--- config.mk ---
export PLATFORM = sky130hd
export DESIGN_NAME = front_end_top
export DESIGN_NICKNAME = d
export VERILOG_FILES = /design/src/vanilla_front_pkg.sv /design/src/instr_queue.sv /design/src/macro_expander.sv /design/src/micro_decode.sv /design/src/front_end_top.sv
export SDC_FILE = /design/constraint.sdc
export NUM_CORES = 1
export LEC_CHECK = 0
export ABC_AREA = 1
export BUFFER_PORTS_ARGS = -buffer_cell sky130_fd_sc_hd__buf_2
export CAP_MARGIN = 5
export CORE_ASPECT_RATIO = 0.75
export CORE_MARGIN = 10
export CORE_UTILIZATION = 45
export CTS_CLUSTER_DIAMETER = 80
export DETAILED_ROUTE_END_ITERATION = 10
export PLACE_DENSITY = 0.65
export SYNTH_ARGS = -nofsm -noshare
export SYNTH_HDL_FRONTEND = slang
export SYNTH_SLANG_ARGS = --single-unit
--- constraint.sdc ---
create_clock -name clk_i -period 3.2 [get_ports clk_i]
set_input_delay 0.16 -clock clk_i [delete_from_list [all_inputs] [get_ports clk_i]]
set_output_delay 0.16 -clock clk_i [all_outputs]
set_load 0.005 [all_outputs]
--- src/vanilla_front_pkg.sv ---
`default_nettype none

package vanilla_front_pkg;

  // Register index and major opcode
  typedef logic [4:0] reg_addr_t;
  typedef logic [6:0] opcode_t;

  // Position of a micro-op inside one expansion
  typedef logic [1:0] uop_idx_t;

  // R-type layout, msb first
  typedef struct packed {
    logic [6:0] funct7;
    reg_addr_t  rs2;
    reg_addr_t  rs1;
    logic [2:0] funct3;
    reg_addr_t  rd;
    opcode_t    opcode;
  } instr_t;

  // Expanded micro-op, 36 bits
  typedef struct packed {
    instr_t   instr;
    logic     head;
    logic     tail;
    uop_idx_t index;
  } uop_t;

  // Decode result for the execute side, 38 bits
  typedef struct packed {
    uop_t uop;
    logic is_flwadd;
    logic illegal;
  } decoded_t;

  // custom-0 major opcode
  localparam opcode_t OPCODE_CUSTOM0 = 7'b0001011;

  // funct3 values inside custom-0
  localparam logic [2:0] FUNCT3_FLWADD4 = 3'b100;
  localparam logic [2:0] FUNCT3_FLWADD  = 3'b000;

  // Micro-ops per FLWADD4
  localparam int EXPAND_COUNT = 4;

  // Default instruction queue depth
  localparam int QUEUE_DEPTH = 2;

endpackage

`default_nettype wire

--- src/instr_queue.sv ---
`timescale 1ns/100ps
`default_nettype none

module instr_queue #(
  parameter int depth_p = vanilla_front_pkg::QUEUE_DEPTH
) (
  input  wire                       clk_i,
  input  wire                       reset_i,
  input  wire                       flush_i,
  input  wire                       in_valid_i,
  output logic                      in_ready_o,
  input  wire vanilla_front_pkg::instr_t in_instr_i,
  output logic                      out_valid_o,
  input  wire                       out_ready_i,
  output vanilla_front_pkg::instr_t out_instr_o
);

  localparam int ptr_width_lp   = (depth_p > 1) ? $clog2(depth_p) : 1;
  localparam int count_width_lp = $clog2(depth_p + 1);

  vanilla_front_pkg::instr_t mem_r [depth_p];

  logic [ptr_width_lp-1:0]   wr_ptr_r, rd_ptr_r;
  logic [count_width_lp-1:0] count_r;
  logic push, pop;

  assign in_ready_o  = (count_r != count_width_lp'(depth_p));
  assign out_valid_o = (count_r != '0);
  assign out_instr_o = mem_r[rd_ptr_r];

  // Flush wins over any transfer in the same cycle
  assign push = in_valid_i & in_ready_o & ~flush_i;
  assign pop  = out_valid_o & out_ready_i & ~flush_i;

  always_ff @(posedge clk_i) begin
    if (reset_i || flush_i) begin
      wr_ptr_r <= '0;
      rd_ptr_r <= '0;
      count_r  <= '0;
    end else begin
      if (push) begin
        wr_ptr_r <= (wr_ptr_r == ptr_width_lp'(depth_p - 1)) ? '0 : wr_ptr_r + 1'b1;
      end
      if (pop) begin
        rd_ptr_r <= (rd_ptr_r == ptr_width_lp'(depth_p - 1)) ? '0 : rd_ptr_r + 1'b1;
      end
      case ({push, pop})
        2'b10:   count_r <= count_r + 1'b1;
        2'b01:   count_r <= count_r - 1'b1;
        default: count_r <= count_r;
      endcase
    end
  end

  // Storage array
  always_ff @(posedge clk_i) begin
    if (push) begin
      mem_r[wr_ptr_r] <= in_instr_i;
    end
  end

endmodule

`default_nettype wire

--- src/macro_expander.sv ---
`timescale 1ns/100ps
`default_nettype none

module macro_expander (
  input  wire                       clk_i,
  input  wire                       reset_i,
  input  wire                       flush_i,
  input  wire                       in_valid_i,
  output logic                      in_ready_o,
  input  wire vanilla_front_pkg::instr_t in_instr_i,
  output logic                      out_valid_o,
  input  wire                       out_ready_i,
  output vanilla_front_pkg::uop_t   out_uop_o
);

  typedef enum logic {
    e_start,
    e_expand
  } expand_state_e;

  localparam vanilla_front_pkg::uop_idx_t last_idx_lp =
    vanilla_front_pkg::uop_idx_t'(vanilla_front_pkg::EXPAND_COUNT - 1);

  expand_state_e state_r, state_n;

  vanilla_front_pkg::reg_addr_t rd_r, rs1_r, rs2_r;
  vanilla_front_pkg::uop_idx_t  cnt_r, cnt_n;

  logic is_flwadd4;
  logic fire;
  logic capture;
  logic last;

  assign is_flwadd4 = (in_instr_i.opcode == vanilla_front_pkg::OPCODE_CUSTOM0)
                   && (in_instr_i.funct3 == vanilla_front_pkg::FUNCT3_FLWADD4);
  assign fire = out_valid_o & out_ready_i;
  assign last = (cnt_r == last_idx_lp);

  always_comb begin
    out_valid_o     = in_valid_i;
    in_ready_o      = 1'b0;
    out_uop_o       = '0;
    out_uop_o.instr = in_instr_i;
    state_n         = state_r;
    cnt_n           = cnt_r;
    capture         = 1'b0;

    case (state_r)
      e_start: begin
        if (is_flwadd4) begin
          // First micro-op comes straight from the live input, funct7 zeroed
          out_uop_o.instr.funct7 = '0;
          out_uop_o.instr.funct3 = vanilla_front_pkg::FUNCT3_FLWADD;
          out_uop_o.head         = 1'b1;
          if (fire) begin
            capture = 1'b1;
            cnt_n   = 2'd1;
            state_n = e_expand;
          end
        end else begin
          in_ready_o = out_ready_i;
        end
      end

      e_expand: begin
        out_uop_o.instr.funct7 = '0;
        out_uop_o.instr.rs2    = rs2_r;
        out_uop_o.instr.rs1    = rs1_r;
        out_uop_o.instr.funct3 = vanilla_front_pkg::FUNCT3_FLWADD;
        out_uop_o.instr.rd     = rd_r;
        out_uop_o.instr.opcode = vanilla_front_pkg::OPCODE_CUSTOM0;
        out_uop_o.tail         = last;
        out_uop_o.index        = cnt_r;
        // Macro-op leaves the queue with the tail
        in_ready_o = out_ready_i & last;
        if (fire) begin
          if (last) begin
            cnt_n   = '0;
            state_n = e_start;
          end else begin
            cnt_n = cnt_r + 1'b1;
          end
        end
      end

      default: begin
        state_n = e_start;
      end
    endcase
  end

  always_ff @(posedge clk_i) begin
    if (reset_i || flush_i) begin
      state_r <= e_start;
      cnt_r   <= '0;
    end else begin
      state_r <= state_n;
      cnt_r   <= cnt_n;
    end
  end

  // Operand copies for the remaining micro-ops
  always_ff @(posedge clk_i) begin
    if (capture) begin
      rd_r  <= in_instr_i.rd + 5'd1;
      rs1_r <= in_instr_i.rs1;
      rs2_r <= in_instr_i.rs2;
    end else if (state_r == e_expand && fire && !last) begin
      rd_r <= rd_r + 5'd1;
    end
  end

endmodule

`default_nettype wire

--- src/micro_decode.sv ---
`timescale 1ns/100ps
`default_nettype none

module micro_decode (
  input  wire                         clk_i,
  input  wire                         reset_i,
  input  wire                         flush_i,
  input  wire                         in_valid_i,
  output logic                        in_ready_o,
  input  wire vanilla_front_pkg::uop_t in_uop_i,
  output logic                        out_valid_o,
  input  wire                         out_ready_i,
  output vanilla_front_pkg::decoded_t out_dec_o
);

  logic                        valid_r;
  vanilla_front_pkg::decoded_t dec_r;
  vanilla_front_pkg::decoded_t dec_n;

  logic is_custom0;
  logic is_flwadd;

  assign is_custom0 = (in_uop_i.instr.opcode == vanilla_front_pkg::OPCODE_CUSTOM0);
  assign is_flwadd  = is_custom0
                   && (in_uop_i.instr.funct3 == vanilla_front_pkg::FUNCT3_FLWADD);

  // Classify the incoming micro-op
  always_comb begin
    dec_n           = '0;
    dec_n.uop       = in_uop_i;
    dec_n.is_flwadd = is_flwadd;
    // Any other custom-0 funct3, including a leftover FLWADD4
    dec_n.illegal   = is_custom0 & ~is_flwadd;
  end

  // Stage can take a new entry when empty or draining this cycle
  assign in_ready_o = ~valid_r | out_ready_i;

  always_ff @(posedge clk_i) begin
    if (reset_i || flush_i) begin
      valid_r <= 1'b0;
    end else if (in_ready_o) begin
      valid_r <= in_valid_i;
    end
  end

  always_ff @(posedge clk_i) begin
    if (in_valid_i && in_ready_o) begin
      dec_r <= dec_n;
    end
  end

  assign out_valid_o = valid_r;
  assign out_dec_o   = dec_r;

endmodule

`default_nettype wire

--- src/front_end_top.sv ---
`timescale 1ns/100ps
`default_nettype none

module front_end_top #(
  parameter int queue_depth_p = vanilla_front_pkg::QUEUE_DEPTH
) (
  input  wire                          clk_i,
  input  wire                          reset_i,
  input  wire                          flush_i,
  input  wire                          in_valid_i,
  output logic                         in_ready_o,
  input  wire vanilla_front_pkg::instr_t in_instr_i,
  output logic                         out_valid_o,
  input  wire                          out_ready_i,
  output vanilla_front_pkg::decoded_t  out_dec_o
);

  // Queue to expander
  logic                      q_valid, q_ready;
  vanilla_front_pkg::instr_t q_instr;

  // Expander to decode
  logic                      x_valid, x_ready;
  vanilla_front_pkg::uop_t   x_uop;

  instr_queue #(
    .depth_p(queue_depth_p)
  ) queue (
    .clk_i      (clk_i),
    .reset_i    (reset_i),
    .flush_i    (flush_i),
    .in_valid_i (in_valid_i),
    .in_ready_o (in_ready_o),
    .in_instr_i (in_instr_i),
    .out_valid_o(q_valid),
    .out_ready_i(q_ready),
    .out_instr_o(q_instr)
  );

  macro_expander expander (
    .clk_i      (clk_i),
    .reset_i    (reset_i),
    .flush_i    (flush_i),
    .in_valid_i (q_valid),
    .in_ready_o (q_ready),
    .in_instr_i (q_instr),
    .out_valid_o(x_valid),
    .out_ready_i(x_ready),
    .out_uop_o  (x_uop)
  );

  micro_decode decode (
    .clk_i      (clk_i),
    .reset_i    (reset_i),
    .flush_i    (flush_i),
    .in_valid_i (x_valid),
    .in_ready_o (x_ready),
    .in_uop_i   (x_uop),
    .out_valid_o(out_valid_o),
    .out_ready_i(out_ready_i),
    .out_dec_o  (out_dec_o)
  );

endmodule

`default_nettype wire

==> results.json <==
{
  "status": "finished clean",
  "synth_area_per_cell_um2": 11.59,
  "cts_max_level": 4,
  "required_ns": 3.54,
  "fin_skew_ns": 0.007288,
  "syn_inst": 444,
  "critPathLaunchType": "flop",
  "cpPeakStageDelay_ns": 0.34,
  "layout-drive-gt1-share_pct": 25.04,
  "grt_pass1_wl_mm": 18.24,
  "critPathMaxFanout": 25,
  "synth-seq-cells": 126,
  "dp_hpwl_mm": 7.254,
  "gr-usage-all-layers_pct": 14.43,
  "ys.flop_type": "edfxtp_1",
  "die_w_um": 143.5,
  "setup_viol_count_final": 0,
  "crit_chain": "inv_2 -> nand2_1 -> nand2_1 -> nand2_1 -> nor2_2 -> nand2_2 -> o21ai_4 -> a21oi_2 -> inv_1 -> nor2_1 -> ha_1 -> inv_1 -> nand2_1 -> nor2_1 -> o21ai_0 -> a21oi_1",
  "crit_type": "reg2reg",
  "reg2reg_slack_ns": 0.57,
  "vias_per_cell": 4.885,
  "insertion_delay_ns": 0.41,
  "leakagePower_nw": 2.697,
  "syn_nets": 484,
  "cts_buffers": 17,
  "synth_edf_count": 117,
  "nets": 606,
  "cts.path.max_buffers": 2,
  "gp_congestion": 0.8178,
  "crit_top_cell": "nand2_1",
  "ys_seq_area_share_pct": 71.75,
  "synth_top_area_share_pct": 68.25,
  "end_kind": "flop",
  "cts_tree": "done",
  "rsz0062_at_grt": "false",
  "grt_overflow_total": 0,
  "period_needed_ns": 2.632,
  "ys_async_sr_fraction_pct": 0,
  "drv_cap": 0,
  "clock-sinks": 126,
  "yosys.area.top_type": "edfxtp_1",
  "vdd.ir_drop.worst_mv": 0.3946,
  "final_area_um2": 6656,
  "slew-limit-headroom_pct": 55.11,
  "worst_hold_slack_ns": 0.08881,
  "postCtsSetupBuffers": 0,
  "placed_cell_area_um2": 5714,
  "synthTopCellsByArea": "edfxtp_1, nand2_1, dfxtp_1",
  "io_pins": 77,
  "min_path_type": "in2reg",
  "wl_per_cell_um": 15.43,
  "dieArea_um2": 16160,
  "worstMarginPinSlew_ns": 0.6693,
  "first_pass_iters": 4,
  "remaining_drc_errors": 0,
  "crit_slowest_cell": "inv_2",
  "antenna_found_initial": 1,
  "fp-row-count": 33,
  "arrival_ns": 2.97,
  "root_buffer": "clkbuf_16",
  "maxSlewViolCount": 0,
  "fin_crit_sh_pct": 82.24,
  "hold_violations": 0,
  "wirelength_mm": 11.11,
  "tns_ns": 0,
  "clk_pin_slew_worst_paths_ns": 0.06,
  "portBuffers": 76,
  "netlist_area_um2": 5147,
  "power_mw": 4.053,
  "die_height_um": 112.6,
  "start_util_pct": 46.52,
  "grt_max_degree": 33,
  "drt_iter0_markers": 223,
  "ant_nets": 0,
  "fp.coreArea_um2": 11070,
  "yosysUniqueCellTypes": 32,
  "fmax_ghz": 0.3800,
  "grt_pass1_vias": 3621,
  "yosys_warnings": 0,
  "route.vias.total": 3517,
  "power_density_nw_per_um2": 608.8,
  "setup_slack_ns": 0.5683,
  "areaGrowthSynthToFinish_pct": 29.31,
  "dp_slack_ns": 0.6128
}
==> registers in the layout, indices dropped and copies added (netlist names), named ones only <==
signal / cells
decode.out_dec_o: 38
decode.out_valid_o: 1
expander.cnt_r: 2
expander.rd_r: 5
expander.rs1_r: 5
expander.rs2_r: 5
expander.state_r: 1
queue.count_r: 2
queue.mem_r: 64
queue.rd_ptr_r: 1
queue.wr_ptr_r: 1
==> worst max-delay path: cells and delay by family (launching register included) <==
kind                     cells  cell delay [ns]
AO/OA/AOI/OAI                4             0.68
adder cells (fa/ha/maj)      1             0.27
buffers and inverters        3             0.49
flip-flops                   1             0.33
AND/OR/NAND/NOR              8             0.79
==> metal layers <==
metal / track usage (%) / wire length [um] / vias to the layer above
li1: - / - / 1751
met1: 16.91 / 4887 / 1654
met2: 24.41 / 5519 / 92
met3: 3.917 / 542 / 20
met4: 6.178 / 161 / 0
met5: 0 / 0 / -
==> synthesized netlist by cell type (4+ instances only) <==
| library cell | instances |
|---|---|
| nand2_1 | 132 |
| edfxtp_1 | 117 |
| inv_1 | 42 |
| nor2_1 | 42 |
| a21oi_1 | 14 |
| o21ai_0 | 12 |
| a31oi_1 | 11 |
| nand4_1 | 10 |
| dfxtp_1 | 9 |
| nand2_2 | 9 |
| nand3_1 | 6 |
| clkbuf_1 | 5 |
| or2_2 | 4 |
==> final cells by class <==
class | instances | area (um^2)
Timing Repair Buffer | 117 | 768.2
Multi-Input combinational cell | 259 | 1229
Clock buffer | 17 | 425.4
Fill cell | 892 | 4409
Inverter | 45 | 168.9
Antenna cell | 1 | 2.502
Tap cell | 140 | 175.2
Clock inverter | 15 | 193.9
Sequential cell | 126 | 3694
==> stage by stage <==
| step | util, % | std cells |
|---|---|---|
| 2_1_floorplan | - | 444 |
| 3_3_place_gp | 51.64 | 655 |
| 3_5_place_dp | 51.64 | 655 |
| 4_1_cts | 60.13 | 719 |
| 5_1_grt | 60.15 | 720 |
| 6_report | 60.15 | 720 |
==> path summary, 6_finish.rpt <==
kind | cells after the start | to | start
hold reg to reg | 1 | queue.count_r[1] | queue.count_r[1]
setup reg to reg | 16 | queue.count_r[1] | flop
hold / removal | 4 | decode.out_valid_o | out_ready_i
setup / recovery | 16 | queue.count_r[1] | flop
==> placed cells by master (no fill, tap or decap), types with 3 or more instances in the layout <==
cell type | synthesis | final
a21oi_1 | 14 | 13
a31oi_1 | 11 | 11
buf_2 | 3 | 76
buf_4 | 1 | 9
bufinv_16 | 0 | 4
clkbuf_16 | 0 | 17
clkinv_1 | 1 | 3
clkinvlp_4 | 0 | 4
dfxtp_1 | 9 | 9
dlygate4sd3_1 | 0 | 32
edfxtp_1 | 117 | 117
ha_1 | 3 | 3
inv_1 | 42 | 42
nand2_1 | 132 | 132
nand2_2 | 9 | 9
nand3_1 | 6 | 6
nand4_1 | 10 | 10
nor2_1 | 42 | 40
nor2_2 | 3 | 3
nor2_4 | 2 | 4
o21ai_0 | 12 | 12
or2_2 | 4 | 4
==> repair_timing <==
item / in CTS / in global routing
hold buffers: 32 / 0
endpoints found under the hold margin: 64 / 0
gates resized for setup: 0 / 0
==> power by group <==
group / switching (mW) / total [mW] / internal [mW] / leakage (nW)
clock network: 0.701 / 2.00 / 1.30 / 0.290
registers: 0.0130 / 1.86 / 1.85 / 1.13
logic: 0.110 / 0.192 / 0.0820 / 1.27
total: 0.825 / 4.05 / 3.23 / 2.70
==> kinds of logic (layout without fill, tap and decap cells) <==
kind of cell / count (synthesis) / in the layout / share of synthesized area, %
buffers and inverters: 59 / 194 / 4.886
AO/OA/AOI/OAI: 43 / 43 / 4.983
flip-flops: 126 / 126 / 71.75
adder cells (fa/ha/maj): 3 / 3 / 0.7293
other: 0 / 1 / 0
AND/OR/NAND/NOR: 213 / 213 / 17.65
Power figures use the tool's default switching activity.
